--- src/source/kv_pkg.sv ---
/* key vault package with geometry, register map, flush patterns and vector types */
package kv_pkg;

    localparam int KV_NUM_KEYS = 8;
    localparam int KV_NUM_DWORDS = 12;
    localparam int KV_NUM_READ = 2;
    localparam int KV_NUM_WRITE = 2;
    localparam int KV_ENTRY_W = 3;
    localparam int KV_DWORD_W = 4;
    localparam int KV_ADDR_W = 8;
    localparam int KV_SIGNING_ENTRY = 7;

    typedef logic [31:0] kv_data_t;
    typedef logic [KV_ENTRY_W-1:0] kv_entry_t;
    typedef logic [KV_DWORD_W-1:0] kv_offset_t;
    typedef logic [KV_NUM_READ-1:0] kv_dest_t;
    typedef logic [KV_ADDR_W-1:0] kv_addr_t;

    // patterns loaded into the storage on a secret flush
    localparam kv_data_t KV_DEBUG_VALUE_0 = 32'haaaa_aaaa;
    localparam kv_data_t KV_DEBUG_VALUE_1 = 32'h5555_5555;

    // register map, KEY_CTRL of entry n sits at base + 4n
    localparam kv_addr_t KV_CTRL_BASE = 8'h00;
    localparam kv_addr_t KV_CLEAR_SECRETS_ADDR = 8'h40;

    localparam int KV_CTRL_LOCK_WR_BIT = 0;
    localparam int KV_CTRL_LOCK_USE_BIT = 1;
    localparam int KV_CTRL_CLEAR_BIT = 2;
    localparam int KV_CTRL_DEST_LSB = 8;
    localparam int KV_CTRL_LAST_LSB = 16;

    // CLEAR_SECRETS fields
    localparam int KV_CLR_WR_DEBUG_BIT = 0;
    localparam int KV_CLR_SEL_DEBUG_BIT = 1;

endpackage

--- src/source/kv_bus_slave.sv ---
/* register bus slave, address decode and one-cycle acknowledge */
`timescale 1ns/1ps

module kv_bus_slave (
    input  logic             clk,
    input  logic             rst_b,
    input  logic             bus_req_i,
    input  logic             bus_we_i,
    input  kv_pkg::kv_addr_t bus_addr_i,
    input  kv_pkg::kv_data_t bus_wdata_i,
    input  kv_pkg::kv_data_t sw_rdata_i,
    input  logic             sw_wr_blocked_i,
    output logic             bus_ack_o,
    output logic             bus_err_o,
    output kv_pkg::kv_data_t bus_rdata_o,
    output logic             sw_wr_o,
    output logic             sw_rd_o,
    output logic             sw_sel_ctrl_o,
    output logic             sw_sel_clr_o,
    output kv_pkg::kv_entry_t sw_entry_o,
    output kv_pkg::kv_data_t sw_wdata_o
);

    kv_pkg::kv_addr_t ctrl_off;
    logic aligned;
    logic valid;
    logic ack_q;
    logic err_q;
    kv_pkg::kv_data_t rdata_q;

    // addresses below the base wrap around and miss the window
    assign ctrl_off = bus_addr_i - kv_pkg::KV_CTRL_BASE;
    assign aligned = (bus_addr_i[1:0] == 2'b00);

    assign sw_sel_ctrl_o = aligned &&
                           (ctrl_off < kv_pkg::kv_addr_t'(4 * kv_pkg::KV_NUM_KEYS));
    assign sw_sel_clr_o = (bus_addr_i == kv_pkg::KV_CLEAR_SECRETS_ADDR);
    assign sw_entry_o = ctrl_off[kv_pkg::KV_ENTRY_W+1:2];
    assign sw_wdata_o = bus_wdata_i;

    assign valid = bus_req_i & (sw_sel_ctrl_o | sw_sel_clr_o);
    assign sw_wr_o = valid & bus_we_i;
    assign sw_rd_o = valid & ~bus_we_i;

    always_ff @(posedge clk or negedge rst_b) begin
        if (!rst_b) begin
            ack_q <= 1'b0;
            err_q <= 1'b0;
            rdata_q <= '0;
        end else begin
            ack_q <= bus_req_i;
            // unmapped, misaligned or lock-blocked accesses
            err_q <= bus_req_i & (~valid | sw_wr_blocked_i);
            rdata_q <= sw_rdata_i;
        end
    end

    assign bus_ack_o = ack_q;
    assign bus_err_o = err_q;
    assign bus_rdata_o = rdata_q;

endmodule

--- config.mk ---
export PLATFORM = sky130hd
export DESIGN_NAME = kv_bus_slave
export DESIGN_NICKNAME = d
export VERILOG_FILES = /design/src/source/kv_pkg.sv /design/src/source/kv_bus_slave.sv
export SDC_FILE = /design/constraint.sdc
export NUM_CORES = 1
export LEC_CHECK = 0
export BUFFER_PORTS_ARGS = -buffer_cell sky130_fd_sc_hd__buf_4
export CAP_MARGIN = 20
export CORE_UTILIZATION = 28
export CTS_CLUSTER_SIZE = 14
export DETAILED_ROUTE_END_ITERATION = 16
export PLACE_DENSITY = 0.75
export SETUP_SLACK_MARGIN = 0.2
export SLEW_MARGIN = 30
export SYNTH_ARGS = -nofsm -noshare
export SYNTH_HDL_FRONTEND = slang
export SYNTH_SLANG_ARGS = --single-unit
--- constraint.sdc ---
create_clock -name clk -period 1.3 [get_ports clk]
set_input_delay 0.26 -clock clk [delete_from_list [all_inputs] [get_ports clk]]
set_output_delay 0.26 -clock clk [all_outputs]
set_load 0.05 [all_outputs]
==> flow_metrics.py, run 1 <==
metrics = {
    "global_route": {
        "grt_max_degree": 35,
        "grtUsageTotal_pct": 13.28,
        "globalRouteOverflowTotal": 0,
        "grt_pass1_wl_um": 4105,
        "antenna_found_initial": 0,
        "grt_pass1_vias": 822,
    },
    "die": {
        "dieArea_mm2": 0.004500,
        "die_w_um": 67.09,
        "initial_core_util_pct": 29.44,
        "io-pin-count": 150,
        "rows": 23,
        "fp.dieH_um": 67.09,
        "core-area_mm2": 0.004029,
    },
    "setup_path": {
        "critPathMaxFanout": 4,
        "cp.buffers_inverters": 2,
        "slowest_delay_ns": 0.56,
        "crit_family": "simple AND/OR/NAND/NOR gates",
        "worstSetupEndpointType": "output pin",
        "arrival_ns": 1.39,
        "path_cells": "buf_6 -> or4_4 -> and4bb_4 -> buf_8",
        "crit_slowest_cell": "or4_4",
        "critical_path_class": "input pin to output pin",
        "worstSetupStartpointType": "input pin",
        "path_depth": 4,
        "critical_path_required_ns": 1.04,
    },
    "timing": {
        "fmax_mhz": 607.6,
        "rsz0062_at_grt": "yes",
        "setup_ws_ns": -0.3459,
        "finalSetupViolCount": 4,
        "hold_violations": 0,
        "maxSlewHeadroom_pct": 73.42,
        "tightest_slew_ns": 0.3987,
        "layout_min_cycle_time_ns": 1.646,
        "setup-tns-final_ns": -1.285,
        "slew_viol_final": 0,
        "post-route-period-util_pct": 126.6,
    },
    "final_layout": {
        "n_antenna_cell": 0,
        "drive_above_1_share_pct": 72.14,
        "post-route-cell-area_mm2": 0.001906,
        "num-fill-cells": 382,
        "finish.net_count": 218,
        "syn_to_final_growth_pct": 60.65,
    },
    "synth": {
        "async_flop_share_pct": 100.0,
        "synth_common_cells": "buf_4, dfrtp_1, nor2_1, o31a_1",
        "synth-edff-count": 0,
        "synth_nets": 155,
        "syn-cell-area_mm2": 0.001186,
        "ys.flop_type": "dfrtp_1",
        "synth_top_cell_by_area": "dfrtp_1",
        "ys_seq_elements": 34,
        "seq_area_frac_synth_pct": 71.73,
        "synth_cell_types": 9,
        "ys_warn_count": 0,
        "synth_area_leaders": "dfrtp_1, buf_4, o31a_1, nor4b_2, and4bb_2",
        "netlist.area_leader.share_pct": 71.73,
        "avgSynthCellArea_um2": 15.21,
        "yosysMostFrequentCell": "buf_4",
        "synth_cells": 78,
    },
    "detailed_routing": {
        "vias": 765,
        "post_drt_via_cell_ratio": 4.026,
        "drcViolationCount": 0,
        "drt.antenna.violating_nets": 0,
        "wl_per_cell_um": 16.32,
        "totalWireLength_um": 3100,
        "drtIter0Drc": 14,
        "first_pass_iters": 2,
    },
    "outcome": {
        "status": "finished, violations left",
        "violations": "negative setup slack",
    },
    "placement": {
        "dp_hpwl_um": 2701,
        "place_congestion": 0.7152,
        "dpl-instance-area_mm2": 0.001680,
        "port_buffers": 85,
    },
    "clock_network": {
        "clk_transition_reported_paths_ns": 0.06,
        "cts_tree": "yes",
        "clock_path_buffers": 2,
        "cts-root-buf": "clkbuf_8",
        "numCtsBuffers": 5,
        "cts_sinks": 34,
        "htree_levels": 2,
    },
    "power_and_ir_drop": {
        "vdd_drop_max_mv": 0.3707,
        "leakagePower_nw": 0.9456,
        "power_density_mw_per_mm2": 1234,
    },
    "worst_hold_path": {
        "min_delay_path_depth": 1,
        "hold_class": "input pin to flop",
    },
    "job": {
        "drv_cap": 0,
    },
}
[sequential cells by signal (all words and copies together) (netlist names)]
name / cells
bus_ack_o: 1
bus_err_o: 1
bus_rdata_o: 32
[layer usage]
layer | vias up | track usage [%] | routed length, um
li1 | 334 | - | -
met1 | 357 | 9.091 | 735
met2 | 72 | 26.63 | 1927
met3 | 2 | 8.219 | 427
met4 | 0 | 5.585 | 9
met5 | - | 0 | 0
[final cells by class]
cell class	instances	area (um^2)	share of cell area (%)
clock buffers	6	82.58	4.334
flip-flops and latches	34	850.8	44.65
well taps	50	62.56	3.283
repair buffers	91	805.8	42.28
multi-input cells	9	103.9	5.450
[power breakdown]
| part | total (mW) | internal (mW) | leakage [nW] | switching, mW |
|---|---|---|---|---|
| Combinational | 0.501 | 0.204 | 0.506 | 0.297 |
| Clock | 0.713 | 0.407 | 0.0431 | 0.306 |
| Sequential | 1.14 | 1.11 | 0.396 | 0.0234 |
[what timing repair did]
item	4_1_cts	5_1_grt
cloned	0	0
pin swaps	3	2
resized for setup	10	23
setup endpoints to repair	8	28
hold buffers	1	0
hold endpoints to repair	34	0
buffers inserted	1	0
[through the flow]
stage	hold WS, ns	utilization, %	total power [mW]	cells	setup WS (ns)
4_1_cts	0.08299	45.12	2.354	190	-0.3703
3_5_place_dp	0.2238	41.71	1.623	182	-0.4205
5_1_grt	0.07756	47.30	2.452	190	-0.3654
3_3_place_gp	0.2077	41.71	1.614	182	-0.4062
6_report	0.09313	47.30	2.351	190	-0.3459
2_1_floorplan	-0.03559	-	1.651	78	-0.4674
[placed cells by master (no fill, tap or decap)]
| master | count |
|---|---|
| nor2_1 | 1 |
| o31a_1 | 2 |
| dfrtp_1 | 34 |
| buf_4 | 59 |
| nor4b_4 | 1 |
| nor2_4 | 1 |
| buf_8 | 1 |
| nand2_1 | 1 |
| dlygate4sd3_1 | 1 |
| clkbuf_8 | 6 |
| and4bb_4 | 1 |
| buf_6 | 30 |
| or4_4 | 1 |
| nor3_4 | 1 |
[final timing paths]
kind / startpoint / endpoint / slack, ns
setup / recovery: bus_addr_i[5] / sw_sel_clr_o / -0.35
hold / removal: sw_rdata_i[5] / bus_rdata_o[5] / 0.09
max in group asynchronous: rst_b / bus_rdata_o[21] / 0.55
min in group asynchronous: rst_b / bus_rdata_o[4] / 0.47
[cells by family (layout without fill, tap and decap cells)]
logic type / after synthesis / in the layout / synth area share, %
buf+inv: 35 / 97 / 22.15
simple gates: 7 / 7 / 4.640
flops: 34 / 34 / 71.73
compound gates: 2 / 2 / 1.477
(Power assumes the default switching activity.)
==> inputs of run 2 (changes only) <==
--- a/config.mk
+++ b/config.mk
@@ -6,5 +6,5 @@
 export NUM_CORES = 1
 export LEC_CHECK = 0
-export BUFFER_PORTS_ARGS = -buffer_cell sky130_fd_sc_hd__buf_4
+export BUFFER_PORTS_ARGS = -buffer_cell sky130_fd_sc_hd__buf_2
 export CAP_MARGIN = 20
 export CORE_UTILIZATION = 28
==> constraint.sdc (replaced) <==
create_clock -name clk -period 1.3 [get_ports clk]
set_input_delay 0.065 -clock clk [delete_from_list [all_inputs] [get_ports clk]]
set_output_delay 0.065 -clock clk [all_outputs]
set_load 0.05 [all_outputs]
==> run 2 against run 1 <==
Net effect:
- largest power group unchanged
- via count rose by 15%
- total power rose by 6.1%
- fmax rose by 31%
- highest routed layer unchanged
- sequential power barely moved
- first-iteration DRC count rose by 21%
- utilization rose by 0.90 points
- sequential share of layout area fell by 0.83 points
- combinational power fell by 5.0%
- critical path depth did not move
- the run now ends clean
- die area did not move
==> flow_metrics.py, run 2 (synthesis results as in run 1) <==
metrics = {
    "outcome": {
        "status": "completed",
    },
    "die": {
        "rows": 23,
        "io-pin-count": 150,
        "core-area_mm2": 0.004029,
        "dieArea_mm2": 0.004500,
        "initial_core_util_pct": 29.44,
        "die_w_um": 67.09,
        "fp.dieH_um": 67.09,
    },
    "setup_path": {
        "endpoint": "sw_rd_o",
        "arrival_ns": 1.20,
        "worstSetupStartpointType": "input pin",
        "critPathMaxFanout": 4,
        "slowest_delay_ns": 0.54,
        "critical_path_required_ns": 1.24,
        "crit_slowest_cell": "or4_4",
        "critical_path_class": "input pin to output pin",
        "worstSetupEndpointType": "output pin",
        "path_cells": "buf_2 -> or4_4 -> nor4b_4 -> buf_6",
        "cp-startpoint": "bus_addr_i[7]",
    },
    "global_route": {
        "grt_pass1_wl_um": 4429,
        "grt_pass1_vias": 858,
        "antenna_found_initial": 0,
        "grt_max_degree": 20,
        "globalRouteOverflowTotal": 0,
        "grtUsageTotal_pct": 14.53,
    },
    "timing": {
        "setup-tns-final_ns": 0,
        "slew_viol_final": 0,
        "hold_violations": 0,
        "tightest_slew_ns": 0.3580,
        "layout_min_cycle_time_ns": 1.261,
        "whs_ns": 0.04378,
        "rsz0062_at_grt": "yes",
        "maxSlewHeadroom_pct": 76.13,
        "post-route-period-util_pct": 96.97,
        "finalSetupViolCount": 0,
        "setup_ws_ns": 0.03943,
        "fmax_mhz": 793.3,
    },
    "power_and_ir_drop": {
        "vdd_drop_max_mv": 0.4332,
        "power_density_mw_per_mm2": 1284,
        "leakagePower_nw": 0.9807,
        "total_power_mw": 2.494,
    },
    "final_layout": {
        "finalNonFillerCells": 223,
        "final_util_pct": 48.20,
        "num-fill-cells": 371,
        "n_antenna_cell": 0,
        "regArea_um2": 850.8,
        "multi_input_area_um2": 98.84,
        "syn_to_final_growth_pct": 63.71,
        "mostFrequentLayoutCell": "buf_2",
        "final_cell_mix": "buf_2, dfrtp_1, dlygate4sd3_1",
        "finish.net_count": 249,
        "drive_above_1_share_pct": 57.23,
        "largest_reg_flops": 32,
        "post-route-cell-area_mm2": 0.001942,
    },
    "placement": {
        "port_buffers": 85,
        "dp.cells": 180,
        "dpl-instance-area_mm2": 0.001453,
        "place_congestion": 0.7723,
        "dp_hpwl_um": 2532,
        "pre_cts_ws_ns": -0.06605,
    },
    "job": {
        "drv_cap": 0,
    },
    "detailed_routing": {
        "drtIter0Drc": 17,
        "vias": 883,
        "post_drt_via_cell_ratio": 3.960,
        "first_pass_iters": 2,
        "totalWireLength_um": 3246,
        "wl_per_cell_um": 14.56,
        "drcViolationCount": 0,
        "drt.antenna.violating_nets": 0,
    },
    "clock_network": {
        "clock_path_buffers": 2,
        "cts_tree": "yes",
        "cts_sinks": 34,
        "htree_levels": 2,
        "numCtsBuffers": 5,
        "clk_transition_reported_paths_ns": 0.06,
        "cts-root-buf": "clkbuf_8",
    },
    "worst_hold_path": {
        "hold_class": "input pin to flop",
        "hp-start": "sw_wr_blocked_i",
    },
}
==> run 2: layer usage <==
| metal | routed length [um] | part of all wire, % | global-route usage (%) |
|---|---|---|---|
| met2 | 1864 | 57 | 27.13 |
| met4 | 25 | 0.77 | 5.585 |
| met3 | 478 | 15 | 9.075 |
| met1 | 878 | 27 | 11.83 |
| met5 | 0 | 0 | 0 |
==> run 2: how the worst min path moves through the flow <==
stage	slack, ns	depth (start not counted)	endpoint
floorplan	-0.23	0	bus_ack_o
global placement	-0.01	1	bus_rdata_o[31]
detailed placement	-0.008	1	bus_rdata_o[31]
CTS	0.03	2	bus_err_o
global route	0.05	2	bus_err_o
finish	0.04	2	bus_err_o
==> run 2: what timing repair did <==
| item | 4_1_cts | 5_1_grt |
|---|---|---|
| hold buffers | 34 | 0 |
| gates resized for setup | 9 | 1 |
| endpoints found under the hold margin | 48 | 0 |
| endpoints found under the setup margin | 4 | 4 |
| pin swaps | 1 | 0 |
| setup buffers | 1 | 0 |
==> run 2: layout make-up <==
| class | count | area share [%] |
|---|---|---|
| Timing Repair Buffer | 122 | 42.40 |
| Multi-Input combinational cell | 9 | 5.090 |
| Tap cell | 50 | 3.222 |
| Sequential cell | 34 | 43.81 |
| Clock inverter | 1 | 1.546 |
| Clock buffer | 7 | 3.930 |
==> run 2: report_power, final <==
group / leakage, nW / switching [mW] / internal (mW)
clock network: 0.0524 / 0.321 / 0.572
logic: 0.532 / 0.308 / 0.167
registers: 0.396 / 0.0125 / 1.11
total: 0.981 / 0.642 / 1.85
==> run 2: worst max-delay path, delay by kind of cell <==
family | cells | cell delay [ns]
and+or+nand+nor | 2 | 0.83
buffers and inverters | 2 | 0.29
